<file path="config.mk">
export PLATFORM = sky130hd
export DESIGN_NAME = dcache_fifo_repl
export DESIGN_NICKNAME = d
export VERILOG_FILES = /design/src/rtl/dcache_pkg.sv /design/src/rtl/dcache_fifo_repl.sv
export SDC_FILE = /design/constraint.sdc
export NUM_CORES = 1
export LEC_CHECK = 0
export BUFFER_PORTS_ARGS = -buffer_cell sky130_fd_sc_hd__buf_2
export CAP_MARGIN = 20
export CORE_ASPECT_RATIO = 1.25
export CORE_UTILIZATION = 55
export CTS_CLUSTER_DIAMETER = 40
export DETAILED_ROUTE_END_ITERATION = 10
export PLACE_DENSITY_LB_ADDON = 0.12
export SYNTH_ARGS = -nofsm -noshare
export SYNTH_HDL_FRONTEND = slang
export SYNTH_SLANG_ARGS = --single-unit
</file>
<file path="constraint.sdc">
create_clock -name clk_i -period 5.07 [get_ports clk_i]
set_input_delay 0.7605 -clock clk_i [delete_from_list [all_inputs] [get_ports clk_i]]
set_output_delay 0.7605 -clock clk_i [all_outputs]
set_load 0.05 [all_outputs]
</file>
<file path="src/rtl/dcache_pkg.sv">
`default_nettype none

package dcache_pkg;

    // ========================================
    // Cache geometry
    // ========================================
    localparam int XLEN          = 32;                 // Processor word
    localparam int LINE_WORDS    = 4;
    localparam int LINE_BITS     = LINE_WORDS * XLEN;  // 128-bit line
    localparam int N_SETS        = 16;
    localparam int BYTE_OFS_BITS = 2;
    localparam int WORD_OFS_BITS = 2;
    localparam int INDEX_BITS    = 4;
    localparam int TAG_BITS      = XLEN - INDEX_BITS - WORD_OFS_BITS - BYTE_OFS_BITS;

    // Byte address, seen flat or split into cache fields
    typedef union packed {
        logic [XLEN-1:0] flat;
        struct packed {
            logic [TAG_BITS-1:0]      tag;
            logic [INDEX_BITS-1:0]    index;     // Set select
            logic [WORD_OFS_BITS-1:0] word_ofs;  // Word within line
            logic [BYTE_OFS_BITS-1:0] byte_ofs;
        } fields;
    } addr_u;

    typedef logic [LINE_WORDS-1:0][XLEN-1:0] line_t;  // Word 0 in low bits

endpackage

`default_nettype wire

</file>
<file path="src/rtl/dcache_fifo_repl.sv">
`timescale 1ns/10ps
`default_nettype none

module dcache_fifo_repl #(
    parameter int N_WAYS = 4
) (
    input  wire logic                                clk_i,
    input  wire logic                                rst_i,
    input  wire logic [dcache_pkg::INDEX_BITS-1:0]   index_i,
    input  wire logic                                adv_i,    // Fill done in this set
    output logic      [$clog2(N_WAYS)-1:0]           victim_o
);

    localparam int WAY_BITS = $clog2(N_WAYS);

    logic [WAY_BITS-1:0] cnt_q [dcache_pkg::N_SETS];  // Next way to replace, per set

    always_ff @(posedge clk_i)
    begin
        if (rst_i)
        begin
            for (int s = 0; s < dcache_pkg::N_SETS; s++)
                cnt_q[s] <= '0;
        end
        else if (adv_i)
        begin
            if (cnt_q[index_i] == WAY_BITS'(N_WAYS - 1))
                cnt_q[index_i] <= '0;                    // Wrap to way 0
            else
                cnt_q[index_i] <= cnt_q[index_i] + 1'b1;
        end
    end

    assign victim_o = cnt_q[index_i];

endmodule

`default_nettype wire

</file>
After elaboration in Yosys (flattened, before gate mapping)
Memories as Yosys holds them, arrays and structs flattened.
Index checks and enable logic that the tools add are counted.
Word-level totals
  register bits after elaboration: 0
  logic and storage cells: 19
  output and inout port bits: 2
  memories: 1
  input port bits: 7
  memory bits (writable): 32
Operators by class
  reduce and logical (&&, ||, !) cells: 1
  bitwise operators: 1
  mux-type cells: 14
  $add $sub $neg: 1
  equal/unequal tests: 1
Memories
  cnt_q: words 16, bits a word 2, rd ports 1, clocked after memory_dff 0, write ports 16, RTL line dcache_fifo_repl.sv:16  | logic [WAY_BITS-1:0] cnt_q [dcache_pkg::N_SETS];
Operator list (number)
  two-way mux 1 bit: 11
  two-way mux 2 bit: 2
  two-way mux 4 bit: 1
  adder 2 x 1 -> 2 bit, second input constant: 1
  == test 2 bit, second input constant: 1
  OR reduction 2 bit: 1
  OR 1 bit: 1

Depth between registers and ports, before layout
Gate-level depths: netlist of the first run.
An unclocked memory read counts as a cell.
  word-level depth: 9
  depth in mapped cells: 8

Worst setup path after synthesis of the first run
OpenSTA, ideal clock, no wires.
  kind: input port to flip-flop
  from: input index_i[0] (netlist name)
  to: memory cnt_q[0][0] (netlist name), data pin
  path slack: 1.492 ns
  cell stages on the path: 8
  library setup time: 0.139 ns
  data arrival time: 3.438 ns
  required time: 4.931 ns
  cells stage by stage: buf_6 mux4_1 a22oi_1 nand3_1 ha_1 or3b_2 or4_4 nor2_1
RTL lines
  from (decl): RTL line dcache_fifo_repl.sv:9  | input wire logic [dcache_pkg::INDEX_BITS-1:0] index_i,
  to (decl): RTL line dcache_fifo_repl.sv:16

==> results.sh, run 1 <==
export IMPL_outcome="finished clean"
export IMPL_synth_area_per_cell_um2=12.6
export IMPL_pwr_density_cell_nw_per_um2=287
export IMPL_detail_route_drc_violations=0
export IMPL_yosysUniqueCellTypes=21
export IMPL_hold_viol_final=0
export IMPL_worst_slew_margin_rel_pct=48.4
export IMPL_place_gp_congestion=0.870
export IMPL_net_count_after_synthesis=136
export IMPL_reg_largest_list="cnt_q x32"
export IMPL_start_util_pct=59.0
export IMPL_clkLatencyLatePin_ns=0.34
export IMPL_crit_buf_inv=1
export IMPL_clock_skew_ns=0.00394
export IMPL_worst_ep_arrival_time_ns=3.37
export IMPL_max_cap_violations=0
export IMPL_cpPeakStageDelay_ns=0.63
export IMPL_max_ffs_per_register=32
export IMPL_setup_repair_after_global_routing_missed_its_margin="no"
export IMPL_critPathMostFrequentCell="sky130_fd_sc_hd__nand3_1"
export IMPL_placed_cells=161
export IMPL_cts_tree="yes"
export IMPL_routed_wl_per_cell_um=19.7
export IMPL_cp_data_required_time_ns=5.25
export IMPL_cts_buffers_inserted=5
export IMPL_drt_pass1_iterations=4
export IMPL_finish_cell_count_without_fillers=168
export IMPL_grt_start_max_net_pins=17
export IMPL_multi_input_area_um2=607
export IMPL_io_buffer_count=8
export IMPL_grt_ovfl_total=0
export IMPL_fin_hold_ws_ns=0.916
export IMPL_worst_slew_pin_transition_ns=0.763
export IMPL_syn_to_layout_area_delta_pct=5.35
export IMPL_design_power_total_mw=0.488
export IMPL_grtUsageMet3_pct=8.03
export IMPL_setup_ws_ns=1.88
export IMPL_die_width_um=50.4
export IMPL_pre_cts_slack_ns=1.57
export IMPL_global_route_wire_length_before_repair_um=5190
export IMPL_seqCellArea_um2=961
export IMPL_min_delay_path_class="flop to flop"
export IMPL_dr_total_vias=1078
export IMPL_synth_sequential_area_ratio_pct=59.6
export IMPL_grt_use_met1_pct=26.4
export IMPL_crit_slowest_cell="sky130_fd_sc_hd__mux4_1"
export IMPL_ant_nets=0
export IMPL_post_cts_setup_buffer_count=0
export IMPL_finalCritPeriodShare_pct=62.9
export IMPL_clk_pin_slew_worst_paths_ns=0.09
export IMPL_grtUsageTotal_pct=24.3
export IMPL_largest_register="cnt_q"
export IMPL_synthesis_instances=128
export IMPL_period_needed_ns=3.19
export IMPL_fp_coreArea_um2=2730
export IMPL_cts_path_max_buffers=2
export IMPL_critical_path_cell_chain="buf_2 > mux4_1 > a22oi_1 > nand3_1 > ha_1 > nor4bb_1 > nand3_1 > nor2_1"
export IMPL_wl_um=3310
export IMPL_synth_warning_count=0
export IMPL_vdd_drop_max_uv=220
export IMPL_place_detailed_hpwl_um=2300
export IMPL_path_class="input port to flop"
export IMPL_cts_sink_count=32
export IMPL_top_level_ports=9
export IMPL_maxClockFrequency_mhz=314
export IMPL_num_rows=21
export IMPL_critPathTopFamily="simple AND/OR/NAND/NOR gates"
export IMPL_setup_worst_path_start_class="input port"
export IMPL_report_final_setup_viol=0
export IMPL_nFillCells=241
export IMPL_finish_instance_area_um2=1700
export IMPL_timing_final_max_slew_violations=0
export IMPL_cts_resized=0
export IMPL_cellLeakagePower_nw=0.572
export IMPL_timing_critical_path_to_type="flop"
export IMPL_first_global_vias=1075
export IMPL_cts_hold_buf=0
export IMPL_antenna_cells=0
export IMPL_full_die_area_um2=3150
export IMPL_drt_initial_drc_count=48
export IMPL_fp_dieH_um=62.5
export IMPL_ys_ff_latch=32
export IMPL_critPathMaxFanout=12
export IMPL_dpl_cell_area_um2=1650
export IMPL_busiest_layer_in_global_routing="met2"
export IMPL_synthesis_area_um2=1610
export IMPL_drive_gt1_share_pct=15.7
export IMPL_tns_ns=0
export IMPL_global_route_usage_met2_pct=40.8
export IMPL_clock_root_cell="sky130_fd_sc_hd__clkbuf_4"
export IMPL_htree_num_levels=2
export IMPL_number_of_antenna_violations_at_the_first_check_in_global_routing=0
export IMPL_route_detailed_vias_per_inst=6.42
export IMPL_final_net_count=142
export IMPL_final_core_utilization_pct=62.2
cell usage after synthesis:
cell | instances | share of area, %
sky130_fd_sc_hd__a22oi_1 | 2 | 0.93
sky130_fd_sc_hd__buf_6 | 1 | 0.70
sky130_fd_sc_hd__clkbuf_1 | 8 | 1.9
sky130_fd_sc_hd__edfxtp_1 | 32 | 60
sky130_fd_sc_hd__ha_1 | 1 | 0.78
sky130_fd_sc_hd__inv_1 | 1 | 0.23
sky130_fd_sc_hd__mux4_1 | 5 | 8.1
sky130_fd_sc_hd__mux4_2 | 3 | 4.2
sky130_fd_sc_hd__nand2_1 | 6 | 1.4
sky130_fd_sc_hd__nand2b_1 | 2 | 0.78
sky130_fd_sc_hd__nand3_1 | 6 | 1.9
sky130_fd_sc_hd__nand3b_1 | 2 | 0.93
sky130_fd_sc_hd__nor2_1 | 33 | 7.7
sky130_fd_sc_hd__nor2b_1 | 3 | 1.2
sky130_fd_sc_hd__nor4bb_1 | 1 | 0.62
sky130_fd_sc_hd__o21ai_0 | 12 | 3.7
sky130_fd_sc_hd__o31ai_1 | 4 | 1.9
sky130_fd_sc_hd__or3_1 | 1 | 0.39
sky130_fd_sc_hd__or3_4 | 2 | 1.4
sky130_fd_sc_hd__or3b_2 | 2 | 1.1
sky130_fd_sc_hd__or4_4 | 1 | 0.70
final timing paths:
kind	startpoint	to	slack [ns]	cells after the start
worst max-delay path	index_i[0]	cnt_q[13][1]	1.88	8
worst max register to register	cnt_q[1][1]	cnt_q[13][1]	2.30	7
worst min register to register	cnt_q[4][0]	cnt_q[6][0]	0.92	3
worst min-delay path	cnt_q[4][0]	cnt_q[6][0]	0.92	3
cells by family after synthesis:
| group | share of synthesized area [%] |
|---|---|
| buffers and inverters | 2.79 |
| adders and majority gates | 0.776 |
| muxes | 12.3 |
| DFF | 59.6 |
| AOI/OAI and AO/OA | 6.52 |
| and+or+nand+nor | 18.0 |
cells in the final DEF, fill, tap and decap left out, drive strengths merged:
master	netlist	layout
nand3b	2	2
nor2	33	33
ha	1	1
o21ai	12	12
edfxtp	32	32
clkbuf	8	5
nand2	6	6
clkinv	0	2
inv	1	1
a22oi	2	2
or3b	2	2
nand2b	2	2
mux4	8	8
nand3	6	6
nor2b	3	3
nor4bb	1	1
or3	3	3
o31ai	4	4
or4	1	1
buf	1	8
final cells by class:
cell class                      instances  area share (%)
Clock buffer                            5            2.21
Clock inverter                          2           0.442
Inverter                                1           0.221
Multi-Input combinational cell         86            35.7
Sequential cell                        32            56.6
Tap cell                               34            2.50
Timing Repair Buffer                    8            2.36
report_power, final:
part           internal (mW)  total [mW]  switching, mW  leakage, nW
clock                 0.0482       0.130         0.0813       0.0261
combinational         0.0188      0.0557         0.0368        0.215
sequential             0.300       0.303        0.00312        0.331
total                  0.367       0.488          0.121        0.572
per-layer routing:
layer	routed length, um	up-vias
met4	91	0
met5	0	-
met2	1830	50
li1	-	496
met3	207	7
met1	1180	525
worst register-to-register path, delay by kind of cell, from the launching register on:
kind	cells	cell delay [ns]
multiplexers	1	0.54
AO/OA/AOI/OAI	1	0.20
flip-flops	1	0.39
adder cells (fa/ha/maj)	1	0.29
AND/OR/NAND/NOR	4	1.20
No activity file was read; power rests on OpenSTA's default activity.
==> inputs of run 2 (changes only) <==
Settings changed: CORE_UTILIZATION 55 to 53.
Clock period 5.07 ns to 2.65 ns, I/O delays scaled along.
==> run 2 against run 1 <==
Sequential cell count unchanged. Design area grew 6.0%. Worst hold slack got worse by 0.39 ns. Final cell count rose by 4.8%. Count of clock-buffer cells in the layout unchanged. Clock power is 78% higher. Critical path type is now flop to flop. Largest cell class unchanged.
==> results.sh, run 2 (synthesized netlist as in run 1, its figures left out) <==
export IMPL_outcome="finished clean"
export IMPL_switchingPower_mw=0.224
export IMPL_pre_cts_slack_ns=-0.260
export IMPL_cts_path_max_buffers=2
export IMPL_full_die_area_um2=3270
export IMPL_hold_path_startpoint="index_i[3]"
export IMPL_vdd_drop_max_uv=356
export IMPL_number_of_antenna_violations_at_the_first_check_in_global_routing=0
export IMPL_finish_instance_area_um2=1800
export IMPL_setup_repair_after_global_routing_missed_its_margin="no"
export IMPL_routed_wl_met2_um=1610
export IMPL_setup_worst_path_start_class="flop"
export IMPL_clkLatencyLatePin_ns=0.32
export IMPL_global_route_wire_length_before_repair_um=5040
export IMPL_route_met3_wl_um=143
export IMPL_clock_skew_ns=0.00484
export IMPL_worst_ep_arrival_time_ns=2.71
export IMPL_maxClockFrequency_mhz=397
export IMPL_met1Wirelength_um=1230
export IMPL_syn_to_layout_area_delta_pct=11.7
export IMPL_fp_coreArea_um2=2920
export IMPL_commonest_cells_after_routing_fill_and_taps_aside="sky130_fd_sc_hd__nor2_1, sky130_fd_sc_hd__edfxtp_1, sky130_fd_sc_hd__o21ai_0"
export IMPL_drive_gt1_share_pct=26.4
export IMPL_top_level_ports=9
export IMPL_report_final_setup_viol=0
export IMPL_grt_start_max_net_pins=17
export IMPL_dpl_cell_area_um2=1760
export IMPL_cts_tree="yes"
export IMPL_design_power_total_mw=0.938
export IMPL_largest_register="cnt_q"
export IMPL_clock_root_cell="sky130_fd_sc_hd__clkbuf_4"
export IMPL_wl_um=3050
export IMPL_cts_hold_buf=0
export IMPL_reg_largest_list="cnt_q x32"
export IMPL_fp_dieH_um=63.7
export IMPL_cts_sink_count=32
export IMPL_timing_reg2reg_worst_path_depth=7
export IMPL_max_cap_violations=0
export IMPL_timing_critical_path_to_type="flop"
export IMPL_place_detailed_hpwl_um=2300
export IMPL_power_frac_seq_pct=61.7
export IMPL_worst_slew_pin_transition_ns=0.496
export IMPL_die_width_um=51.3
export IMPL_hold_viol_final=0
export IMPL_antenna_cells=0
export IMPL_setup_ws_ns=0.128
export IMPL_worst_slew_margin_rel_pct=66.8
export IMPL_pwr_density_cell_nw_per_um2=521
export IMPL_power_internal_mw=0.714
export IMPL_finalCritPeriodShare_pct=95.2
export IMPL_first_global_vias=1087
export IMPL_crit_slowest_cell="sky130_fd_sc_hd__mux4_2"
export IMPL_period_needed_ns=2.52
export IMPL_cts_resized=0
export IMPL_cp_data_required_time_ns=2.83
export IMPL_routed_wl_per_cell_um=17.3
export IMPL_critPathMaxFanout=4
export IMPL_dr_total_vias=1059
export IMPL_num_rows=22
export IMPL_critical_path_cell_chain="mux4_2 > a22oi_2 > nand3_4 > ha_4 > or3b_4 > or4_4 > nor2_1"
export IMPL_cellLeakagePower_nw=0.612
export IMPL_path_class="flop to flop"
export IMPL_final_net_count=150
export IMPL_post_cts_setup_buffer_count=0
export IMPL_place_gp_congestion=0.771
export IMPL_setup_worst_path_start="cnt_q[0][0]"
export IMPL_drt_pass1_iterations=4
export IMPL_htree_num_levels=2
export IMPL_start_util_pct=55.3
export IMPL_highest_signal_layer="met4"
export IMPL_placed_cells=171
export IMPL_io_buffer_count=8
export IMPL_worstHoldPathCells=2
export IMPL_cts_buffers_inserted=5
export IMPL_clock_power_share_pct=24.6
export IMPL_clk_pin_slew_worst_paths_ns=0.08
export IMPL_route_detailed_vias_per_inst=6.02
export IMPL_drt_initial_drc_count=44
export IMPL_finish_cell_count_without_fillers=176
export IMPL_grtUsageTotal_pct=22.6
export IMPL_min_delay_path_class="input port to flop"
export IMPL_detail_route_drc_violations=0
export IMPL_timing_rr_start="cnt_q[0][0]"
export IMPL_ant_nets=0
export IMPL_final_core_utilization_pct=61.7
export IMPL_cpPeakStageDelay_ns=0.50
export IMPL_comb_power_share_pct=13.7
export IMPL_max_ffs_per_register=32
export IMPL_timing_final_max_slew_violations=0
export IMPL_netSwitchingFraction_pct=23.9
export IMPL_grt_ovfl_total=0
[run 2: cell types whose count changed in the layout (fill, tap and decap cells not counted), sizes merged]
| cell | delta |
|---|---|
| buf | +7 |
| clkbuf | +1 |
| clkinv | -2 |
[run 2: path summary, 6_finish.rpt]
kind                               endpoint  slack [ns]
worst max-delay path            cnt_q[0][0]        0.13
worst min register to register  cnt_q[1][0]        0.92
worst min-delay path            cnt_q[1][1]        0.53
worst max register to register  cnt_q[0][0]        0.13
[run 2: critical path, delay by kind of cell, from the launching register on]
kind,cells,cell delay [ns]
flip-flops,1,0.37
multiplexers,1,0.50
adder cells (fa/ha/maj),1,0.18
AO/OA/AOI/OAI,1,0.24
AND/OR/NAND/NOR,4,1.10
[run 2: power by group through the flow]
stage	Sequential [mW]	Combinational [mW]	Clock [mW]
floorplan	0.587	0.0916	0
global placement	0.590	0.126	0
detailed placement	0.591	0.129	0
CTS	0.579	0.129	0.228
global route	0.581	0.140	0.246
finish	0.579	0.129	0.231
[run 2: metal layers]
layer  vias up  track usage [%]
met5         -                0
met4         0             9.46
met3         6             7.73
met2        31             36.7
met1       517             26.9
li1        505                -
[run 2: final cells by class]
class | count | area [um2]
Timing Repair Buffer | 16 | 103
Fill cell | 240 | 1120
Inverter | 1 | 3.75
Multi-Input combinational cell | 86 | 652
Sequential cell | 32 | 961
Clock buffer | 5 | 37.5
Tap cell | 36 | 45.0
[run 2: metrics by stage]
stage | hold slack, ns | setup TNS [ns]
finish | 0.530 | 0
global route | 0.535 | 0
CTS | 0.521 | 0
detailed placement | 0.858 | -4.31
global placement | 0.861 | -3.31
floorplan | 0.707 | -0.227
