File: src/rtl/dcache_pkg.sv
`default_nettype none

package dcache_pkg;

    // ========================================
    // Cache geometry
    // ========================================
    localparam int XLEN          = 32;                 // Processor word
    localparam int LINE_WORDS    = 4;
    localparam int LINE_BITS     = LINE_WORDS * XLEN;  // 128-bit line
    localparam int N_SETS        = 16;
    localparam int BYTE_OFS_BITS = 2;
    localparam int WORD_OFS_BITS = 2;
    localparam int INDEX_BITS    = 4;
    localparam int TAG_BITS      = XLEN - INDEX_BITS - WORD_OFS_BITS - BYTE_OFS_BITS;

    // Byte address, seen flat or split into cache fields
    typedef union packed {
        logic [XLEN-1:0] flat;
        struct packed {
            logic [TAG_BITS-1:0]      tag;
            logic [INDEX_BITS-1:0]    index;     // Set select
            logic [WORD_OFS_BITS-1:0] word_ofs;  // Word within line
            logic [BYTE_OFS_BITS-1:0] byte_ofs;
        } fields;
    } addr_u;

    typedef logic [LINE_WORDS-1:0][XLEN-1:0] line_t;  // Word 0 in low bits

endpackage

`default_nettype wire

File: src/rtl/dcache_line_merge.sv
`timescale 1ns/10ps
`default_nettype none

module dcache_line_merge (
    input  wire logic [dcache_pkg::WORD_OFS_BITS-1:0] word_ofs_i,
    input  wire dcache_pkg::line_t                    base_line_i,
    input  wire logic [dcache_pkg::XLEN/8-1:0]        be_i,      // Store byte enables
    input  wire logic [dcache_pkg::XLEN-1:0]          data_i,
    output logic      [dcache_pkg::XLEN-1:0]          word_o,    // Unmerged, for loads
    output dcache_pkg::line_t                         line_o
);

    // ========================================
    // Word select and byte merge
    // ========================================
    logic [dcache_pkg::XLEN-1:0] merged_word;

    always_comb
    begin
        word_o      = base_line_i[word_ofs_i];
        merged_word = word_o;
        for (int b = 0; b < dcache_pkg::XLEN / 8; b++)
        begin
            // Enabled byte taken from store data
            if (be_i[b])
                merged_word[8*b +: 8] = data_i[8*b +: 8];
        end
    end

    // Other words of the line pass through
    always_comb
    begin
        line_o             = base_line_i;
        line_o[word_ofs_i] = merged_word;
    end

endmodule

`default_nettype wire

File: config.mk
export PLATFORM = sky130hd
export DESIGN_NAME = dcache_line_merge
export DESIGN_NICKNAME = d
export VERILOG_FILES = /design/src/rtl/dcache_pkg.sv /design/src/rtl/dcache_line_merge.sv
export SDC_FILE = /design/constraint.sdc
export NUM_CORES = 1
export LEC_CHECK = 0
export BUFFER_PORTS_ARGS = -buffer_cell sky130_fd_sc_hd__buf_2
export CORE_AREA = 2 2 126 128
export DETAILED_ROUTE_END_ITERATION = 6
export DIE_AREA = 0 0 128 130
export PLACE_DENSITY = 0.58
export SLEW_MARGIN = 15
export SYNTH_ARGS = -nofsm -noshare
export SYNTH_HDL_FRONTEND = slang
export SYNTH_SLANG_ARGS = --single-unit
File: constraint.sdc
create_clock -name vclk -period 2.56
set_input_delay 0.768 -clock vclk [all_inputs]
set_output_delay 0.768 -clock vclk [all_outputs]
set_load 0.03 [all_outputs]
# Word-level counts from Yosys, hierarchy flattened
# Cells that the tools add are included.
# op_classes
order_cmp,2
mux,9
n_reduce_logical,1
# op_table
op,count
$bwmux W128,1
$bmux W32 S2,1
$demux W32 S2,1
$mux W32,2
$mux W8,4
$lt A2 B3 Y1 const B,1
$ge A2 B1 Y1 const B,1
$logic_and A1 B1 Y1,1
# word_totals
register_bits,0

# Logic depth before layout (Yosys ltp)
# Gate-level depths: netlist of the first run.
# depth
ltp_word,5
ltp_mapped,4

# Worst setup path after synthesis of the first run
# OpenSTA, ideal clock, no wires.
# synth_path
path_type,input to output
start,in word_ofs_i[1] (netlist name)
end,out line_o[10] (netlist name)
arrival_ns,1.729
required_ns,1.792
path_slack_ns,0.063
cell_stages,3
n_path_buf,1
path_cell_list,buf_4 > nor3b_4 > mux2_2
# synth_rtl
item,line,source
start: declaration,dcache_line_merge.sv:5,"input wire logic [dcache_pkg::WORD_OFS_BITS-1:0] word_ofs_i,"
end: declaration,dcache_line_merge.sv:10,output dcache_pkg::line_t line_o

==> results.sh, run 1 <==
export IMPL_status="finished, violations left"
export IMPL_failed_checks="negative setup slack"
export IMPL_syn_avg_cell_area_sq_um=13.47
export IMPL_final_nets=713
export IMPL_layout_commonest_cell="buf_2"
export IMPL_max_slew_worst_pin_slew_ns=0.2767
export IMPL_initial_core_util=0.1625
export IMPL_drtIter0Drc=86
export IMPL_regArea_sq_um=0
export IMPL_fillers=1492
export IMPL_max_slew_margin_rel=0.8146
export IMPL_ant_nets=0
export IMPL_vias=3443
export IMPL_syn_inst=186
export IMPL_ys_seq_area_frac=0
export IMPL_setup_viol=90
export IMPL_p_leak_nw=3.123
export IMPL_grt_pass1_wl_microns=20140
export IMPL_seq_cell_count=0
export IMPL_holdPathStages=3
export IMPL_die_h_microns=130
export IMPL_rsz0062_at_grt="yes"
export IMPL_hold_class="input port to output pin"
export IMPL_holdCritStartpoint="base_line_i[80]"
export IMPL_overflow=0
export IMPL_die_w_microns=128
export IMPL_area_delta_synth_final_pct=138.8
export IMPL_io_buffers=326
export IMPL_maxSlewViolCount=0
export IMPL_synthesis_area_sq_mm=0.002506
export IMPL_hold_end="line_o[80]"
export IMPL_fin_crit_ns=2.682
export IMPL_cap_violations=0
export IMPL_rows=46
export IMPL_arrival_ns=1.91
export IMPL_hpwl_microns=10700
export IMPL_vias_per_cell=4.672
export IMPL_firstDrtPassIters=4
export IMPL_cp_end_kind="output pin"
export IMPL_wl_per_cell_microns=19.58
export IMPL_gp_congestion=0.8076
export IMPL_hold_viol_final=0
export IMPL_multi_input_area_sq_mm=0.002795
export IMPL_io_pins=326
export IMPL_die_area_sq_mm=0.01664
export IMPL_whs_ns=1.877
export IMPL_crit_required_ns=1.79
export IMPL_grt_start_max_net_pins=14
export IMPL_drc=0
export IMPL_grtUsageTotal=0.1534
export IMPL_place_area_sq_mm=0.004642
export IMPL_p_total_w=0.001539
export IMPL_yosys_warnings=0
export IMPL_antenna_found_initial=0
export IMPL_pre_cts_slack_ns=-0.3859
export IMPL_grt_pass1_vias=3621
export IMPL_wl_microns=14430
export IMPL_core_area_sq_mm=0.01542
export IMPL_start_kind="input port"
export IMPL_p_per_area_mw_per_mm2=257.1
export IMPL_syn_nets=352
export IMPL_final_cell_mix="buf_2 (197), buf_6 (108), mux2_4 (92)"
export IMPL_synth_distinct_cells=10
export IMPL_period_share=1.048
export IMPL_final_cell_area_sq_mm=0.005986
export IMPL_cp_max_fo=8
export IMPL_clkbuf_count=0
export IMPL_fmax_mhz=372.8
export IMPL_drive_above_1_share=1.000
export IMPL_path_class="input port to output pin"
export IMPL_ir_drop_mv=0.1496
export IMPL_critical_path_startpoint="word_ofs_i[1]"
export IMPL_final_setup_worst_slack_ns=-0.1225
export IMPL_diodes=0
-- cell usage after synthesis --
cell type  instances  area [sq um]
mux4_2            32         720.7
mux2_2           123          1385
buf_2              5         25.02
nand3b_4           4         80.08
nand3_4            4         70.07
mux2_1             5         56.30
buf_4              2         15.01
nor3b_4            4         75.07
nand3b_2           4         45.04
buf_6              3         33.78
-- where the power goes --
part           switching, W  internal [W]
Sequential                0             0
Clock                     0             0
Combinational      0.000787      0.000752
Total              0.000787      0.000752
-- worst max path at each step --
stage / to / slack [ns]
floorplan: line_o[10] / 0.06
global placement: line_o[9] / -0.37
detailed placement: line_o[9] / -0.39
CTS: line_o[48] / -0.11
global route: line_o[36] / -0.14
finish: line_o[32] / -0.12
-- cell type report --
| class | count | share of cell area |
|---|---|---|
| timing repair buffer | 369 | 0.4929 |
| multi-input combinational | 176 | 0.4670 |
| tap | 192 | 0.04013 |
-- worst max-delay path, stage by stage --
cell	delay, ns
buf_12	0.11
bufbuf_16	0.27
nand3b_4	0.26
mux2_4	0.36
buf_6	0.14
-- repair_timing --
item / in CTS / in global routing
buffers inserted: 7 / 1
pin swaps: 7 / 4
setup endpoints to repair: 160 / 148
resized for setup: 304 / 59
hold buffers: 0 / 0
gates cloned: 4 / 0
-- cell families (layout without fill, tap and decap cells) --
logic type,Yosys count,in the layout,synth area share
AND/OR/NAND/NOR,16,16,0.1078
multiplexers,160,160,0.8627
buffers and inverters,10,369,0.02945
-- layer usage --
layer	global-route usage	up-vias	routed length, microns
li1	-	1521	-
met1	0.1728	1695	5365
met2	0.3152	210	7915
met3	0.01681	17	937
met4	0.01939	0	214
met5	0	-	0
-- per-stage QoR --
stage / cells / utilization / TNS [ns]
after global routing: 737 / 0.3881 / -9.999
final: 737 / 0.3881 / -5.764
after detailed placement: 727 / 0.3009 / -44.18
after global placement: 727 / 0.3009 / -42.63
after floorplan: 186 / - / 0
after CTS: 737 / 0.3776 / -7.726
No activity file was read; power rests on OpenSTA's default activity.
==> run 2: changes to the inputs <==
CAP_MARGIN = 20   (was unset)
PLACE_DENSITY = 0.6   (was 0.58)
clock period = 2.4 ns   (was 2.56 ns; I/O delays follow)
==> run 2 against run 1 <==
  * The run still ends with negative setup slack left
  * Flip-flop and latch count stayed put
  * Non-clock buffer count is 1 higher
  * Die area stayed put
  * Worst hold slack worse by 0.096 ns
  * Critical path depth is 1 higher
  * Via count is 0.23% lower
  * Combinational power is 12% higher
  * Critical path type unchanged
  * Critical endpoint is now line_o[45]
==> results.sh, run 2 (synthesis results as in run 1) <==
export IMPL_hpwl_microns=10270
export IMPL_use_met3=0.01599
export IMPL_start_kind="input port"
export IMPL_cp_end_kind="output pin"
export IMPL_grtUsageTotal=0.1455
export IMPL_final_cell_mix="buf_2 (167), buf_6 (149), mux2_4 (113)"
export IMPL_ir_drop_mv=0.1347
export IMPL_status="finished, violations left"
export IMPL_hold_viol_final=0
export IMPL_maxSlewViolCount=0
export IMPL_p_leak_nw=3.296
export IMPL_initial_core_util=0.1625
export IMPL_grt_start_max_net_pins=10
export IMPL_vias_per_cell=4.654
export IMPL_place_area_sq_mm=0.004614
export IMPL_grtUsageMet1=0.1688
export IMPL_ant_nets=0
export IMPL_rsz0062_at_grt="yes"
export IMPL_arrival_ns=1.86
export IMPL_layout_commonest_cell="buf_2"
export IMPL_core_area_sq_mm=0.01542
export IMPL_final_nets=714
export IMPL_max_slew_margin_rel=0.8577
export IMPL_holdPathStages=3
export IMPL_final_cell_area_sq_mm=0.006254
export IMPL_io_buffers=326
export IMPL_failed_checks="negative setup slack"
export IMPL_drc=0
export IMPL_fin_crit_ns=2.578
export IMPL_p_per_area_mw_per_mm2=275.4
export IMPL_wl_microns=14020
export IMPL_holdCritStartpoint="base_line_i[16]"
export IMPL_use_met2=0.2941
export IMPL_diodes=0
export IMPL_rows=46
export IMPL_regArea_sq_um=0
export IMPL_io_pins=326
export IMPL_die_w_microns=128
export IMPL_final_setup_worst_slack_ns=-0.1778
export IMPL_period_share=1.074
export IMPL_antenna_found_initial=0
export IMPL_final_setup_tns_ns=-15.09
export IMPL_max_slew_worst_pin_slew_ns=0.2135
export IMPL_grt_pass1_vias=3640
export IMPL_overflow=0
export IMPL_hold_class="input port to output pin"
export IMPL_drive_above_1_share=1.000
export IMPL_gp_congestion=0.8243
export IMPL_clkbuf_count=0
export IMPL_crit_required_ns=1.68
export IMPL_die_area_sq_mm=0.01664
export IMPL_path_class="input port to output pin"
export IMPL_fillers=1475
export IMPL_grt_pass1_wl_microns=19530
export IMPL_die_h_microns=130
export IMPL_drtIter0Drc=82
export IMPL_setup_viol=153
export IMPL_vias=3435
export IMPL_seq_cell_count=0
export IMPL_cp_max_fo=8
export IMPL_firstDrtPassIters=4
export IMPL_critical_path_startpoint="word_ofs_i[1]"
export IMPL_multi_input_area_sq_mm=0.002892
export IMPL_fmax_mhz=387.9
export IMPL_wl_per_cell_microns=18.99
export IMPL_cap_violations=0
export IMPL_area_delta_synth_final_pct=149.5
export IMPL_grt_busiest_layer="met2"
run 2: changes by cell type in the layout (fill, tap and decap cells not counted), moves of 8 or more:
| cell | before | now |
|---|---|---|
| buf_4 | 44 | 36 |
| buf_6 | 108 | 149 |
| mux2_2 | 36 | 15 |
| mux2_4 | 92 | 113 |
| buf_2 | 197 | 167 |
run 2: critical path, stage by stage:
cell and delay, ns:
buf_12 0.12, buf_12 0.13, buf_4 0.14, nand3b_4 0.25, mux2_4 0.35, buf_6 0.14
run 2: metrics by stage:
step             util  worst slack (ns)  total power (W)  hold WS, ns  std cells
2_1_floorplan       -         -0.001409        0.0008050        1.666        186
3_3_place_gp   0.2992           -0.2463         0.001262        1.817        725
3_5_place_dp   0.2992           -0.2548         0.001267        1.820        725
4_1_cts        0.3976           -0.1735         0.001673        1.779        739
5_1_grt        0.4054           -0.2157         0.001788        1.790        738
6_report       0.4054           -0.1778         0.001722        1.781        738
run 2: worst paths after layout:
check         end  slack (ns)
min    line_o[16]        1.78
max    line_o[45]       -0.18
run 2: final cells by class:
| type | count | share of cell area |
|---|---|---|
| Timing Repair Buffer | 370 | 0.4992 |
| Multi-Input combinational cell | 176 | 0.4624 |
| Tap cell | 192 | 0.03842 |
run 2: repair_timing:
item	4_1_cts	5_1_grt
gates resized for setup	412	42
pin swaps	8	1
hold buffers	0	0
gates cloned	2	0
setup endpoints to repair	160	159
buffers inserted	13	2
run 2: layer usage:
metal,routed length (microns),share of wire
met2,7677,0.55
met4,184,0.013
met3,931,0.066
met5,0,0
met1,5222,0.37
run 2: where the power goes:
part / internal, W / switching, W
logic: 0.000867 / 0.000855
registers: 0 / 0
clock network: 0 / 0
total: 0.000867 / 0.000855
==> run 3: changes to the inputs <==
ABC_AREA = 1   (was unset)
CORE_AREA = 2 2 127 129   (was 2 2 126 128)
DIE_AREA = 0 0 129 131   (was 0 0 128 130)
PLACE_DENSITY = 0.65   (was 0.6)
==> run 3 against run 2 <==
  * The flow still finishes with violations (negative setup slack)
  * Non-clock buffer count rose by 41
  * Global-route usage rose by 11 points
  * Synthesized cell count rose to 4.3 times the previous value
  * Final cell count rose by 87%
  * Total power rose by 40%
  * Area after synthesis rose by 32%
  * Core utilization rose by 12 points
  * Critical path type unchanged
  * Largest cell class is now multi-input combinational cells
==> results.sh, run 3 <==
export IMPL_p_clk_frac=0
export IMPL_firstDrtPassIters=5
export IMPL_fillers=1443
export IMPL_die_h_microns=131
export IMPL_p_leak_nw=4.570
export IMPL_synthDominantCellAreaShare=0.6172
export IMPL_maxSlewViolCount=0
export IMPL_synthTopCellsByArea="nand2_1 (62%), nand3_1 (24%), or2_2 (6.0%)"
export IMPL_clkbuf_count=0
export IMPL_grt_pass1_wl_microns=33530
export IMPL_ant_nets=0
export IMPL_combPwrFrac=1.000
export IMPL_path_class="input port to output pin"
export IMPL_crit_required_ns=1.68
export IMPL_p_per_area_mw_per_mm2=291.6
export IMPL_hpwl_microns=15720
export IMPL_p_total_w=0.002409
export IMPL_cp_max_fo=7
export IMPL_vias=7102
export IMPL_diodes=0
export IMPL_final_setup_worst_slack_ns=-0.1301
export IMPL_multi_input_area_sq_mm=0.004111
export IMPL_synth_top_cells_by_count="nand2_1 (545), nand3_1 (160), or2_2 (32)"
export IMPL_period_share=1.054
export IMPL_arrival_ns=1.81
export IMPL_crit_chain="buf_12 -> inv_16 -> buf_12 -> buf_16 -> nand2_1 -> nand2_1 -> nand2_2 -> nand3_4 -> nand3_2 -> nand2_1 -> buf_6"
export IMPL_yosysTopAreaCell="nand2_1"
export IMPL_status="finished, violations left"
export IMPL_whs_ns=1.766
export IMPL_worst_path_most_repeated_cell="nand2_1"
export IMPL_seq_cell_count=0
export IMPL_drive_above_1_share=0.6012
export IMPL_p_sw_w=0.001417
export IMPL_core_area_sq_mm=0.01560
export IMPL_drtIter0Drc=633
export IMPL_rows=46
export IMPL_start_kind="input port"
export IMPL_yosysMostFrequentCell="nand2_1"
export IMPL_io_pins=326
export IMPL_cp_end_kind="output pin"
export IMPL_area_delta_synth_final_pct=149.3
export IMPL_sequentialPowerShare=0
export IMPL_hold_buffers=0
export IMPL_drc=0
export IMPL_failed_checks="negative setup slack"
export IMPL_rsz0062_at_grt="yes"
export IMPL_die_area_sq_mm=0.01690
export IMPL_vias_per_cell=5.158
export IMPL_grtUsageTotal=0.2515
export IMPL_hold_viol_final=0
export IMPL_ys_seq_area_frac=0
export IMPL_max_slew_worst_pin_slew_ns=0.4247
export IMPL_final_cell_mix="nand2_1 (410), buf_2 (174), buf_6 (151)"
export IMPL_overflow=0
export IMPL_yosys_warnings=0
export IMPL_fmax_mhz=395.2
export IMPL_layout_commonest_cell="nand2_1"
export IMPL_fin_crit_ns=2.530
export IMPL_cap_violations=0
export IMPL_final_nets=1329
export IMPL_p_sw_frac=0.5883
export IMPL_ir_drop_mv=0.1446
export IMPL_regArea_sq_um=0
export IMPL_syn_nets=965
export IMPL_wl_microns=24840
export IMPL_io_buffers=326
export IMPL_hold_class="input port to output pin"
export IMPL_die_w_microns=129
export IMPL_setup_viol=128
export IMPL_antenna_found_initial=0
export IMPL_initial_core_util=0.2125
export IMPL_grt_start_max_net_pins=34
export IMPL_syn_avg_cell_area_sq_um=4.148
export IMPL_grt_pass1_vias=6249
export IMPL_wl_per_cell_microns=18.04
export IMPL_gp_congestion=0.9441
export IMPL_synthesis_area_sq_mm=0.003314
export IMPL_slowest_stage="buf_12"
export IMPL_p_int_w=0.0009917
export IMPL_synth_distinct_cells=11
export IMPL_max_slew_margin_rel=0.7164
export IMPL_cp_slowest_stage_delay_ns=0.13
export IMPL_syn_inst=799
[run 3: changes by cell type after synthesis, sizes merged, moves of 28 or more]
cell / previous run / this run
clkbuf: 0 / 28
mux2: 128 / 0
mux4: 32 / 0
nand2: 0 / 546
nand3: 4 / 160
or2: 0 / 32
[run 3: cells by family (layout without fill, tap and decap cells)]
kind of cell,count (synthesis),after routing,synth area share
buffers and inverters,59,421,0.07663
and+or+nand+nor,740,740,0.9234
[run 3: repair_timing]
item,in CTS,in global routing
buffers inserted,10,1
gates cloned,10,2
gates resized for setup,415,202
setup endpoints to repair,154,153
pin swaps,40,25
[run 3: routing by layer]
metal / share of wire / GRT usage
met5: 0 / 0
met4: 0.037 / 0.06905
met3: 0.097 / 0.03054
met2: 0.50 / 0.4578
met1: 0.37 / 0.3127
[run 3: cell type report]
cell class,count,share of cell area
repair buffers,411,0.4599
well taps,216,0.03271
multi-input cells,740,0.4977
inverters,10,0.009693
[run 3: final timing paths]
path	startpoint	end	slack, ns	cells past startpoint
max	word_ofs_i[0]	line_o[38]	-0.13	11
min	base_line_i[104]	line_o[104]	1.77	4
[run 3: power groups by stage]
stage               sequential, W  combinational, W  clock (W)
global route                    0           0.00252          0
CTS                             0           0.00219          0
detailed placement              0           0.00172          0
finish                          0           0.00241          0
floorplan                       0           0.00105          0
global placement                0           0.00171          0
[run 3: through the flow]
| stage | instances | area, sq um | TNS (ns) | worst slack (ns) | utilization |
|---|---|---|---|---|---|
| 3_5_place_dp | 1355 | 5766 | -29.49 | -0.3136 | 0.3696 |
| 6_report | 1377 | 8262 | -8.046 | -0.1301 | 0.5297 |
| 5_1_grt | 1377 | 8262 | -15.80 | -0.2021 | 0.5297 |
| 3_3_place_gp | 1355 | 5766 | -26.69 | -0.2785 | 0.3696 |
| 2_1_floorplan | 799 | 3398 | -2.148 | -0.02414 | - |
| 4_1_cts | 1375 | 7565 | -6.432 | -0.1108 | 0.4850 |
[run 3: critical path: cells and delay by family]
| kind | cells | cell delay (ns) |
|---|---|---|
| buffers and inverters | 5 | 0.60 |
| and+or+nand+nor | 6 | 0.49 |
