--- src/rtl/dcache_pkg.sv ---
`default_nettype none

package dcache_pkg;

    // ========================================
    // Cache geometry
    // ========================================
    localparam int XLEN          = 32;                 // Processor word
    localparam int LINE_WORDS    = 4;
    localparam int LINE_BITS     = LINE_WORDS * XLEN;  // 128-bit line
    localparam int N_SETS        = 16;
    localparam int BYTE_OFS_BITS = 2;
    localparam int WORD_OFS_BITS = 2;
    localparam int INDEX_BITS    = 4;
    localparam int TAG_BITS      = XLEN - INDEX_BITS - WORD_OFS_BITS - BYTE_OFS_BITS;

    // Byte address, seen flat or split into cache fields
    typedef union packed {
        logic [XLEN-1:0] flat;
        struct packed {
            logic [TAG_BITS-1:0]      tag;
            logic [INDEX_BITS-1:0]    index;     // Set select
            logic [WORD_OFS_BITS-1:0] word_ofs;  // Word within line
            logic [BYTE_OFS_BITS-1:0] byte_ofs;
        } fields;
    } addr_u;

    typedef logic [LINE_WORDS-1:0][XLEN-1:0] line_t;  // Word 0 in low bits

endpackage

`default_nettype wire

--- src/rtl/dcache_way_if.sv ---
`timescale 1ns/10ps
`default_nettype none

// Set-array access, controller to way storage
interface dcache_way_if #(
    parameter int N_WAYS = 4
);
    localparam int WAY_BITS = $clog2(N_WAYS);

    // From controller
    logic [dcache_pkg::INDEX_BITS-1:0] index;     // Set under access
    logic [dcache_pkg::TAG_BITS-1:0]   tag;       // Request tag, compared and written
    logic [N_WAYS-1:0]                 wr_way;    // One-hot write enable
    dcache_pkg::line_t                 wr_line;
    logic                              set_dirty;
    logic                              set_valid;
    logic [WAY_BITS-1:0]               sel_way;   // Victim readout select

    // From way storage
    logic                              hit;
    logic [WAY_BITS-1:0]               hit_way;
    dcache_pkg::line_t                 hit_line;
    logic [dcache_pkg::TAG_BITS-1:0]   sel_tag;
    dcache_pkg::line_t                 sel_line;
    logic                              sel_dirty;

    modport ctrl (
        output index, tag, wr_way, wr_line, set_dirty, set_valid, sel_way,
        input  hit, hit_way, hit_line, sel_tag, sel_line, sel_dirty
    );

    modport store (
        input  index, tag, wr_way, wr_line, set_dirty, set_valid, sel_way,
        output hit, hit_way, hit_line, sel_tag, sel_line, sel_dirty
    );

endinterface

`default_nettype wire

--- src/rtl/dcache_ctrl.sv ---
`timescale 1ns/10ps
`default_nettype none

module dcache_ctrl #(
    parameter int N_WAYS = 4
) (
    input  wire logic                              clk_i,
    input  wire logic                              rst_i,
    input  wire logic                              p_strobe_i,
    input  wire logic                              p_rw_i,
    input  wire logic [dcache_pkg::XLEN/8-1:0]     p_be_i,
    input  wire logic [dcache_pkg::XLEN-1:0]       p_addr_i,
    input  wire logic [dcache_pkg::XLEN-1:0]       p_data_i,
    output logic      [dcache_pkg::XLEN-1:0]       p_data_o,
    output logic                                   p_ready_o,
    output logic                                   m_strobe_o,
    output logic                                   m_rw_o,
    output logic      [dcache_pkg::XLEN-1:0]       m_addr_o,
    output dcache_pkg::line_t                      m_data_o,
    input  wire dcache_pkg::line_t                 m_data_i,
    input  wire logic                              m_ready_i,
    dcache_way_if.ctrl                             way_if,
    input  wire logic [$clog2(N_WAYS)-1:0]         victim_i,
    output logic                                   repl_adv_o,
    output dcache_pkg::addr_u                      merge_word_o,
    output logic      [dcache_pkg::XLEN-1:0]       merge_data_o,
    output logic      [dcache_pkg::XLEN/8-1:0]     merge_be_o,
    output dcache_pkg::line_t                      merge_line_o,
    input  wire dcache_pkg::line_t                 merged_line_i,
    input  wire logic [dcache_pkg::XLEN-1:0]       read_word_i
);

    // ========================================
    // FSM encoding
    // ========================================
    localparam logic [2:0] S_IDLE     = 3'd0,
                           S_ANALYSIS = 3'd1,  // Tag compare, hit answers here
                           S_WB       = 3'd2,  // Dirty victim to memory
                           S_WB_FIN   = 3'd3,
                           S_RD       = 3'd4,  // Line fill
                           S_RD_FIN   = 3'd5;

    logic [2:0]                    state_q;
    logic [2:0]                    state_d;
    dcache_pkg::addr_u             req_addr;   // Registered request
    logic                          req_rw;
    logic [dcache_pkg::XLEN/8-1:0] req_be;
    logic [dcache_pkg::XLEN-1:0]   req_data;
    dcache_pkg::line_t             fill_line;  // Captured on m_ready_i
    dcache_pkg::addr_u             wb_addr;
    dcache_pkg::addr_u             rd_addr;
    logic                          write_hit;
    logic                          start_wb;
    logic                          start_rd;

    assign write_hit = (state_q == S_ANALYSIS) && way_if.hit && req_rw;
    assign start_wb  = (state_q == S_ANALYSIS) && !way_if.hit && way_if.sel_dirty;
    assign start_rd  = ((state_q == S_ANALYSIS) && !way_if.hit && !way_if.sel_dirty)
                    || (state_q == S_WB_FIN);

    always_comb
    begin
        state_d = state_q;
        case (state_q)
            S_IDLE:     if (p_strobe_i) state_d = S_ANALYSIS;
            S_ANALYSIS: state_d = way_if.hit ? S_IDLE : (start_wb ? S_WB : S_RD);
            S_WB:       if (m_ready_i) state_d = S_WB_FIN;
            S_WB_FIN:   state_d = S_RD;
            S_RD:       if (m_ready_i) state_d = S_RD_FIN;
            S_RD_FIN:   state_d = S_IDLE;
            default:    state_d = S_IDLE;
        endcase
    end

    always_ff @(posedge clk_i)
    begin
        if (rst_i)
            state_q <= S_IDLE;
        else
            state_q <= state_d;
    end

    // Request and fill payload
    always_ff @(posedge clk_i)
    begin
        if (state_q == S_IDLE && p_strobe_i)
        begin
            req_addr.flat <= p_addr_i;
            req_rw        <= p_rw_i;
            req_be        <= p_be_i;
            req_data      <= p_data_i;
        end
        if (state_q == S_RD && m_ready_i)
            fill_line <= m_data_i;
    end

    // ========================================
    // Memory request, one strobe per phase
    // ========================================
    always_comb
    begin
        wb_addr.fields = '{way_if.sel_tag, req_addr.fields.index, '0, '0};  // Victim line
        rd_addr.fields = '{req_addr.fields.tag, req_addr.fields.index, '0, '0};
    end

    always_ff @(posedge clk_i)
    begin
        if (rst_i)
        begin
            m_strobe_o <= 1'b0;
            m_rw_o     <= 1'b0;
        end
        else
        begin
            m_strobe_o <= start_wb || start_rd;
            if (start_wb || start_rd)
                m_rw_o <= start_wb;             // Held until the next phase
        end
    end

    always_ff @(posedge clk_i)
    begin
        if (start_wb)
        begin
            m_addr_o <= wb_addr.flat;
            m_data_o <= way_if.sel_line;
        end
        else if (start_rd)
            m_addr_o <= rd_addr.flat;
    end

    // ========================================
    // Way storage access
    // ========================================
    assign way_if.index     = req_addr.fields.index;
    assign way_if.tag       = req_addr.fields.tag;
    assign way_if.sel_way   = victim_i;
    assign way_if.set_valid = (state_q == S_RD_FIN);
    assign way_if.set_dirty = (state_q == S_RD_FIN) ? req_rw : 1'b1;  // Store fills go dirty
    assign way_if.wr_line   = (state_q == S_RD_FIN && !req_rw) ? fill_line : merged_line_i;

    always_comb
    begin
        way_if.wr_way = '0;
        if (write_hit)
            way_if.wr_way[way_if.hit_way] = 1'b1;
        else if (state_q == S_RD_FIN)
            way_if.wr_way[victim_i] = 1'b1;   // Fill into FIFO victim
    end

    assign repl_adv_o = (state_q == S_RD_FIN);

    // Merge inputs, base line from fill on a miss
    assign merge_word_o = req_addr;
    assign merge_data_o = req_data;
    assign merge_be_o   = req_be;
    assign merge_line_o = (state_q == S_RD_FIN) ? fill_line : way_if.hit_line;

    // Processor answer
    assign p_ready_o = ((state_q == S_ANALYSIS) && way_if.hit) || (state_q == S_RD_FIN);
    assign p_data_o  = (p_ready_o && !req_rw) ? read_word_i : '0;

endmodule

`default_nettype wire

--- src/flat_wrapper.sv ---
// flat-port wrapper written by rule: the top's interface ports become plain ports
module dcache_ctrl_flat 
#(
    parameter int N_WAYS = 4
)
  (clk_i, rst_i, p_strobe_i, p_rw_i, p_be_i, p_addr_i, p_data_i, p_data_o, p_ready_o, m_strobe_o, m_rw_o, m_addr_o, m_data_o, m_data_i, m_ready_i, victim_i, repl_adv_o, merge_word_o, merge_data_o, merge_be_o, merge_line_o, merged_line_i, read_word_i, way_if_index, way_if_tag, way_if_wr_way, way_if_wr_line, way_if_set_dirty, way_if_set_valid, way_if_sel_way, way_if_hit, way_if_hit_way, way_if_hit_line, way_if_sel_tag, way_if_sel_line, way_if_sel_dirty);
  dcache_way_if #(.N_WAYS(N_WAYS)) way_if_i ();
  input  wire logic clk_i;
  input  wire logic rst_i;
  input  wire logic p_strobe_i;
  input  wire logic p_rw_i;
  input  wire logic [dcache_pkg::XLEN/8-1:0] p_be_i;
  input  wire logic [dcache_pkg::XLEN-1:0] p_addr_i;
  input  wire logic [dcache_pkg::XLEN-1:0] p_data_i;
  output logic      [dcache_pkg::XLEN-1:0] p_data_o;
  output logic p_ready_o;
  output logic m_strobe_o;
  output logic m_rw_o;
  output logic      [dcache_pkg::XLEN-1:0] m_addr_o;
  output dcache_pkg::line_t m_data_o;
  input  wire dcache_pkg::line_t m_data_i;
  input  wire logic m_ready_i;
  input  wire logic [$clog2(N_WAYS)-1:0] victim_i;
  output logic repl_adv_o;
  output dcache_pkg::addr_u merge_word_o;
  output logic      [dcache_pkg::XLEN-1:0] merge_data_o;
  output logic      [dcache_pkg::XLEN/8-1:0] merge_be_o;
  output dcache_pkg::line_t merge_line_o;
  input  wire dcache_pkg::line_t merged_line_i;
  input  wire logic [dcache_pkg::XLEN-1:0] read_word_i;
  output wire logic [$bits(way_if_i.index)-1:0] way_if_index;
  output wire logic [$bits(way_if_i.tag)-1:0] way_if_tag;
  output wire logic [$bits(way_if_i.wr_way)-1:0] way_if_wr_way;
  output wire logic [$bits(way_if_i.wr_line)-1:0] way_if_wr_line;
  output wire logic [$bits(way_if_i.set_dirty)-1:0] way_if_set_dirty;
  output wire logic [$bits(way_if_i.set_valid)-1:0] way_if_set_valid;
  output wire logic [$bits(way_if_i.sel_way)-1:0] way_if_sel_way;
  input wire logic [$bits(way_if_i.hit)-1:0] way_if_hit;
  input wire logic [$bits(way_if_i.hit_way)-1:0] way_if_hit_way;
  input wire logic [$bits(way_if_i.hit_line)-1:0] way_if_hit_line;
  input wire logic [$bits(way_if_i.sel_tag)-1:0] way_if_sel_tag;
  input wire logic [$bits(way_if_i.sel_line)-1:0] way_if_sel_line;
  input wire logic [$bits(way_if_i.sel_dirty)-1:0] way_if_sel_dirty;
  assign way_if_index = way_if_i.index;
  assign way_if_tag = way_if_i.tag;
  assign way_if_wr_way = way_if_i.wr_way;
  assign way_if_wr_line = way_if_i.wr_line;
  assign way_if_set_dirty = way_if_i.set_dirty;
  assign way_if_set_valid = way_if_i.set_valid;
  assign way_if_sel_way = way_if_i.sel_way;
  assign way_if_i.hit = way_if_hit;
  assign way_if_i.hit_way = way_if_hit_way;
  assign way_if_i.hit_line = way_if_hit_line;
  assign way_if_i.sel_tag = way_if_sel_tag;
  assign way_if_i.sel_line = way_if_sel_line;
  assign way_if_i.sel_dirty = way_if_sel_dirty;
  dcache_ctrl #(.N_WAYS(N_WAYS)) u_core (.clk_i(clk_i), .rst_i(rst_i), .p_strobe_i(p_strobe_i), .p_rw_i(p_rw_i), .p_be_i(p_be_i), .p_addr_i(p_addr_i), .p_data_i(p_data_i), .p_data_o(p_data_o), .p_ready_o(p_ready_o), .m_strobe_o(m_strobe_o), .m_rw_o(m_rw_o), .m_addr_o(m_addr_o), .m_data_o(m_data_o), .m_data_i(m_data_i), .m_ready_i(m_ready_i), .way_if(way_if_i), .victim_i(victim_i), .repl_adv_o(repl_adv_o), .merge_word_o(merge_word_o), .merge_data_o(merge_data_o), .merge_be_o(merge_be_o), .merge_line_o(merge_line_o), .merged_line_i(merged_line_i), .read_word_i(read_word_i));
endmodule
--- config.mk ---
export PLATFORM = sky130hd
export DESIGN_NAME = dcache_ctrl_flat
export DESIGN_NICKNAME = d
export VERILOG_FILES = /design/src/rtl/dcache_pkg.sv /design/src/rtl/dcache_way_if.sv /design/src/rtl/dcache_ctrl.sv /design/src/flat_wrapper.sv
export SDC_FILE = /design/constraint.sdc
export NUM_CORES = 1
export LEC_CHECK = 0
export ABC_CLOCK_PERIOD_IN_PS = 8500
export BUFFER_PORTS_ARGS = -buffer_cell sky130_fd_sc_hd__buf_2
export CAP_MARGIN = 40
export CELL_PAD_IN_SITES_DETAIL_PLACEMENT = 0
export CELL_PAD_IN_SITES_GLOBAL_PLACEMENT = 2
export CORE_AREA = 3 3 469 471
export DETAILED_ROUTE_END_ITERATION = 7
export DIE_AREA = 0 0 472 474
export GPL_TIMING_DRIVEN = 1
export PLACE_DENSITY_LB_ADDON = 0.1
export SYNTH_ARGS = -nofsm -noshare
export SYNTH_HDL_FRONTEND = slang
export SYNTH_SLANG_ARGS = --single-unit
--- constraint.sdc ---
create_clock -name clk_i -period 8.5 [get_ports clk_i]
set_input_delay 0.85 -clock clk_i [delete_from_list [all_inputs] [get_ports clk_i]]
set_output_delay 0.85 -clock clk_i [all_outputs]
set_load 0.005 [all_outputs]
Word level (Yosys, flattened, before mapping). Index checks and enable logic that the tools add are counted.

Register bits after elaboration: 358. Bits of input ports: 647. Output and inout bits: 556. Logic and storage cells: 66.

Magnitude comparators: 4. Eq/ne operators: 8. Mux-type cells: 18. Reduce and logical (&&, ||, !) cells: 20.

Operator list (count): $mux 128 (2); $mux 32 (3); $mux 3 (5); $pmux 3 s5 (1); $logic_and 1x1->1 (11); $mux 4 (2); $eq 3x2->1 const B (2); $eq 3x3->1 const B (2); $lt 2x3->1 const B (2); $ne 2x2->1 const B (3); $demux 1 s2 (2); $ge 2x1->1 const B (2); $eq 3x1->1 const B (1); $logic_not 1->1 (3); $logic_not 3->1 (1); $logic_or 1x1->1 (3); $mux 1 (3); $reduce_and 3->1 (1); $reduce_bool 2->1 (1).

Longest topological paths before layout. Gate-level depths: netlist of the first run.

Depth after elaboration: 6. Gate-level depth with buffers: 7. Depth with buffers taken out: 4.

Least setup slack after synthesis of the first run. Ideal clock, no wire load.

Kind: input to register. Start point: input port p_strobe_i. End point: register u_core.req_be (netlist bit u_core.merge_be_o[0]), enable pin. Setup time: 0.691 ns. Data arrival time: 7.837 ns. Required time: 7.809 ns. Setup slack: -0.028 ns. Cell stages on the path: 1. Buffers on the path: 0. Path through: nor4b_1.

Longest elaborated chain between the ends: 1.

RTL lines: start: declaration (RTL line flat_wrapper.sv:10) `input wire logic p_strobe_i;`; $logic_and 1x1->1 (RTL line dcache_ctrl.sv:86) `if (state_q == S_IDLE && p_strobe_i)`; end signal: assignment (RTL line dcache_ctrl.sv:90) `req_be <= p_be_i;`; end: declaration (RTL line dcache_ctrl.sv:47) `logic [dcache_pkg::XLEN/8-1:0] req_be;`.

No other way between the ends. A chain may end at the register's enable or synchronous reset.

Worst setup path after layout of the first run.
Start point: register u_core.state_q[1]. End point: output port way_if_wr_line[77].

Longest elaborated chain between the ends: 3.

RTL lines: start: declaration (RTL line dcache_ctrl.sv:43) `logic [2:0] state_q;`; start signal: assignment (RTL line dcache_ctrl.sv:80) `state_q <= state_d;`; $eq 3x3->1 (RTL line dcache_ctrl.sv:140) `assign way_if.wr_line = (state_q == S_RD_FIN && !req_rw) ? fill_line : merged_line_i;`; $logic_and 1x1->1 (RTL line dcache_ctrl.sv:140); $mux 128 (RTL line dcache_ctrl.sv:140); end: declaration (RTL line flat_wrapper.sv:34) `output wire logic [$bits(way_if_i.wr_line)-1:0] way_if_wr_line;`.

No other way between the ends.

==> results of run 1 <==
## registers in the layout, indices dropped and copies added (netlist names)
name	count
u_core.m_rw_o	1
u_core.m_data_o	128
u_core.req_rw	1
u_core.m_strobe_o	1
u_core.merge_be_o	4
u_core.fill_line	128
u_core.m_addr_o	28
u_core.merge_word_o	32
u_core.merge_data_o	32
u_core.state_q	3
## worst max-delay path: stages, from the launching register on
cell and delay (ns):
dfxtp_1 0.42, nand3b_1 0.41, nor2_4 0.15, buf_4 0.50
buf_4 0.74, mux2_2 0.43, buf_2 0.13
## logic make-up after synthesis
| group | count (synthesis) |
|---|---|
| muxes | 153 |
| DFF | 358 |
| other | 1 |
| and+or+nand+nor | 438 |
| AOI/OAI and AO/OA | 10 |
| buffers and inverters | 91 |
## placed cells by master (no fill, tap or decap), types with 2 or more instances in the layout
master	instances
nor2b_1	2
clkinvlp_4	2
clkinv_16	2
clkinv_1	13
nor2_1	3
clkinv_2	8
edfxtp_1	353
inv_6	2
nor2_4	2
a2bb2oi_1	2
bufinv_16	3
buf_2	1198
conb_1	4
buf_12	3
and2_1	32
clkbuf_1	16
o22ai_1	2
buf_4	9
nand2_1	386
mux2_2	135
nor3_1	4
dfxtp_1	5
clkbuf_16	55
nand3b_1	2
inv_1	4
a22o_1	2
diode_2	19
a21oi_1	2
mux2_4	17
## through the flow
stage	hold WS, ns	area (µm²)	setup slack [ns]	instances
4_1_cts	0.2317	25860	3.875	5136
6_report	0.3406	25910	4.101	5155
2_1_floorplan	0.4638	14880	3.313	1054
3_3_place_gp	0.4854	24110	4.743	5034
3_5_place_dp	0.4974	24140	4.692	5035
5_1_grt	0.2675	25880	3.807	5145
## power by group
part | switching (mW) | leakage (nW) | internal (mW)
Clock | 0.958 | 0.828 | 1.28
Combinational | 0.271 | 6.80 | 0.243
Sequential | 0.0397 | 3.27 | 2.01
## final cells by class
type / count / area (µm²) / area share (%)
antenna: 19 / 47.55 / 0.1835
sequential: 358 / 10700 / 41.30
multi-input combinational: 605 / 3684 / 14.22
timing repair buffer: 1211 / 6151 / 23.74
clock buffer: 71 / 1436 / 5.544
inverter: 7 / 36.28 / 0.1400
tap: 2854 / 3571 / 13.78
clock inverter: 30 / 282.8 / 1.091
## path summary, 6_finish.rpt
kind                                                           to  cells after the start  slack, ns
worst max-delay path                           way_if_wr_line[77]                      6       4.10
worst min-delay path            u_core.merge_data_o[14]$_DFFE_PP_                      1       0.34
worst max register to register      u_core.m_data_o[83]$_DFFE_PP_                      5       5.44
worst min register to register         u_core.m_rw_o$_SDFFE_PP0P_                      2       0.50
## metal layers
metal	vias up	part of all wire (%)	wire length [µm]	track usage, %
met4	92	2.4	3230	2.623
met1	6574	34	45660	11.07
li1	6071	-	-	-
met2	973	49	65620	20.15
met5	-	0.44	579	0.5191
met3	294	13	17610	6.900
==> results.yml, run 1 <==
global_routing:
  antenna_found_initial: 140
  grt_pass1_wl_mm: 166.4
  grt_pass1_vias: 15470
  grt_overflow_total: 0
  grt_start_max_net_pins: 130
  grt_util_all_layers_pct: 11.33
clocking:
  clock-sinks: 358
  cts_made_buffers: 55
  root_buffer: "clkbuf_16"
  clk_pin_slew_worst_paths_ns: 0.06
  htreeDepth: 2
  cts.path.max_buffers: 3
  ctsHoldBuffers: 0
  ctsResizeCount: 0
  cts_setup_buffers: 0
  cts_tree: "built"
  clk_latency_ns: 0.68
timing:
  skew_ns: 0.04641
  report.final.slew_viol_count: 0
  tns_ns: 0
  timing.final.crit_period_ns: 4.399
  fin_crit_sh_pct: 51.75
  timing.fmax_mhz: 227.3
  report.final.hold_viol_count: 0
  finalSetupViolations: 0
  relSlewSlack_pct: 40.30
  worst_slew_pin_slew_ns: 0.8955
  rsz0062_at_grt: "false"
synthesis:
  synth.most_common_cell: "nand2_1"
  synth-async-reset-ratio_pct: 0
  ys_types: 32
  synth_area_leader_cell: "edfxtp_1"
  synth_area_um2: 14860
  synth_fa_ha_area_share_pct: 0
  synth-edff-count: 353
  synthSimpleGateAreaFrac_pct: 11.91
  synth_xor_area_share_pct: 0
  synth-seq-cells: 358
  synth_compound_area_share_pct: 0.4884
  synth_top_family_by_area: "multiplexers"
  syn_area_per_cell_um2: 14.14
  ys.warnings.count: 0
  synth_seq_area_share_pct: 72.02
  yosys-top-cells-count: "386 x nand2_1, 353 x edfxtp_1, 135 x mux2_2"
  synthCells: 1051
  synthMuxAreaShare_pct: 12.02
  ys.flop_type: "edfxtp_1"
  synth_top_area_share_pct: 71.34
  ys_top_cells_by_area: "edfxtp_1 71%, mux2_2 10%, nand2_1 9.8%"
die:
  rows: 171
  ios: 1203
  start_util_pct: 6.862
  fp.dieW_um: 472
  die-area_um2: 223700
  fp.dieH_um: 474
  coreArea_um2: 216500
run_status:
  status: "finished clean"
final_layout:
  area_growth_pct: 74.37
  nNetsFinal: 2885
  fillers: 24920
  drive_gt1_share_pct: 63.37
  utilization_pct: 11.97
flow_run:
  maxCapViolCount: 0
power_and_ir_drop:
  total_power_mw: 4.805
  p_leak_nw: 10.90
  powerDensity_nw_per_um2: 185.5
  vdd_drop_max_uv: 151.8
routing:
  vias: 14000
  wl_per_cell_um: 25.74
  viasPerCell: 2.717
  first_pass_iters: 4
  drt-total-wl_mm: 132.7
  drtAntennaViolNets: 0
  drt_iter0_drc: 589
  drc: 0
worst_setup_path:
  endpoint_kind: "primary output"
  crit_start: "u_core.state_q[1]$_SDFFE_PP0P_"
  critPathLaunchType: "flop"
  cp_data_required_time_ns: 7.65
  r2r-start: "u_core.state_q[0]$_SDFFE_PP0P_"
  arrival_ns: 3.55
  critPathKind: "flop to primary output"
  crit_fanout: 61
placement:
  port_buffers: 1198
  dp_hpwl_mm: 114.0
  place_congestion: 0.8491
worst_hold_path:
  hold_path.class: "input port to flop"
  min_from: "p_data_i[14]"
(Power assumes the default switching activity.)
==> run 2: changes to the inputs <==
ABC_CLOCK_PERIOD_IN_PS = 3860   (was 8500)
clock period = 3.86 ns   (was 8.5 ns; I/O delays follow)
==> results.yml, run 2 (synthesis gave the netlist of run 1 again) <==
worst_setup_path:
  worst-r2r-cell-count: 4
  crit_fanout: 40
  critPathLaunchType: "flop"
  cp_common_cell: "buf_12"
  cp_data_required_time_ns: 3.47
  critPathKind: "flop to primary output"
  endpoint_kind: "primary output"
  max_stage_delay_ns: 0.44
  crit_slowest_cell: "dfxtp_1"
  crit_chain: "nand3b_1, nor2_4, buf_12, buf_12, mux2_2, buf_2"
  arrival_ns: 2.94
timing:
  worst_slew_pin_slew_ns: 0.6890
  rsz0062_at_grt: "false"
  relSlewSlack_pct: 53.96
  timing.final.ws_setup_ns: 0.5336
  tns_ns: 0
  timing.final.crit_period_ns: 3.326
  finalSetupViolations: 0
  report.final.hold_viol_count: 0
  fin_crit_sh_pct: 86.18
  skew_ns: 0.05431
  timing.fmax_mhz: 300.6
  report.final.slew_viol_count: 0
worst_hold_path:
  min_path_cells: 2
  hold_path.class: "input port to flop"
global_routing:
  grt_pass1_vias: 16770
  grt_start_max_net_pins: 93
  grt_overflow_total: 0
  grt_util_all_layers_pct: 11.05
  antenna_found_initial: 84
  grt_pass1_wl_mm: 166.1
clocking:
  clk_pin_slew_worst_paths_ns: 0.07
  clk_latency_ns: 0.70
  ctsResizeCount: 0
  cts.path.max_buffers: 3
  root_buffer: "clkbuf_16"
  clock-sinks: 358
  cts_setup_buffers: 0
  cts_tree: "built"
  ctsHoldBuffers: 351
  cts_made_buffers: 55
  htreeDepth: 2
run_status:
  status: "finished clean"
final_layout:
  fillers: 24680
  drive_gt1_share_pct: 55.61
  layout_commonest_cell: "buf_2"
  reg_top3: "u_core.fill_line x128, u_core.m_data_o x128"
  area_growth_pct: 100.1
  layout_common_cells: "1198 x buf_2, 386 x nand2_1, 353 x edfxtp_1"
  nNetsFinal: 3251
routing:
  drc: 0
  vias: 14970
  drt-total-wl_mm: 128.7
  viasPerCell: 2.710
  first_pass_iters: 4
  wl_per_cell_um: 23.31
  drt_iter0_drc: 538
  drtAntennaViolNets: 0
die:
  die-area_um2: 223700
  coreArea_um2: 216500
  rows: 171
  fp.dieH_um: 474
  ios: 1203
  fp.dieW_um: 472
  start_util_pct: 6.862
power_and_ir_drop:
  seq_power_share_pct: 40.1
  comb_power_share_pct: 12.9
  p_sw_mw: 2.949
  p_leak_nw: 12.53
  clkPwrFrac_pct: 47.0
  p_int_mw: 8.280
  vdd_drop_max_uv: 320.8
  powerDensity_nw_per_um2: 377.6
  switching_share_pct: 26.26
placement:
  pre_cts_ws_ns: 1.117
  port_buffers: 1198
  place_congestion: 0.8385
  dp_hpwl_mm: 110.5
flow_run:
  maxCapViolCount: 0
[run 2: changes by cell type in the layout (fill, tap and decap cells not counted)]
cell           previous run  this run
clkinv_4                  1         2
clkinv_2                  8        14
dlygate4sd3_1             0       351
buf_4                     9        18
clkbuf_1                 16         4
clkinv_1                 13        14
clkinvlp_4                2         3
buf_12                    3         9
bufinv_16                 3         7
[run 2: worst max-delay path, delay by kind of cell (launching register included)]
family        cells  cell delay (ns)
simple gates      2             0.68
flops             1             0.44
buf+inv           3             0.60
mux               1             0.43
[run 2: final timing paths]
check / start / endpoint / slack [ns]
setup reg to reg: u_core.state_q[0]$_SDFFE_PP0P_ / u_core.m_data_o[108]$_DFFE_PP_ / 1.23
setup / recovery: u_core.state_q[1]$_SDFFE_PP0P_ / way_if_wr_line[36] / 0.53
hold reg to reg: u_core.m_rw_o$_SDFFE_PP0P_ / u_core.m_rw_o$_SDFFE_PP0P_ / 0.48
hold / removal: way_if_sel_tag[16] / u_core.m_addr_o[24]$_DFFE_PP_ / 0.09
[run 2: metrics by stage]
stage | utilization, % | instance area [µm²] | total power, mW | instances | hold slack [ns]
after floorplan | - | 14890 | 4.869 | 1054 | 0.4551
after global placement | 11.22 | 24300 | 5.787 | 5049 | 0.4759
final | 13.73 | 29730 | 11.23 | 5522 | 0.09149
after CTS | 13.71 | 29690 | 11.68 | 5503 | 0.01113
after detailed placement | 11.24 | 24330 | 5.773 | 5050 | 0.4779
after global routing | 13.72 | 29710 | 11.85 | 5512 | 0.01955
[run 2: final cells by class]
| class | count | area (µm²) | share of cell area [%] |
|---|---|---|---|
| Clock inverter | 43 | 454.2 | 1.527 |
| Timing Repair Buffer | 1577 | 9852 | 33.13 |
| Inverter | 7 | 35.03 | 0.1178 |
| Clock buffer | 59 | 1391 | 4.679 |
| Sequential cell | 358 | 10700 | 35.99 |
| Multi-Input combinational cell | 605 | 3684 | 12.39 |
| Tap cell | 2854 | 3571 | 12.01 |
| Antenna cell | 19 | 47.55 | 0.1599 |
[run 2: power groups by stage]
| stage | sequential (mW) | clock [mW] | combinational (mW) |
|---|---|---|---|
| 5_1_grt | 4.52 | 5.74 | 1.59 |
| 4_1_cts | 4.51 | 5.65 | 1.52 |
| 2_1_floorplan | 4.56 | 0 | 0.312 |
| 3_3_place_gp | 4.59 | 0 | 1.20 |
| 6_report | 4.50 | 5.28 | 1.45 |
| 3_5_place_dp | 4.59 | 0 | 1.18 |
[run 2: metal layers]
metal	wire length [µm]	global-route usage, %
met5	302	0
met4	2551	2.424
met3	14170	5.435
met2	64640	19.84
met1	47070	11.56
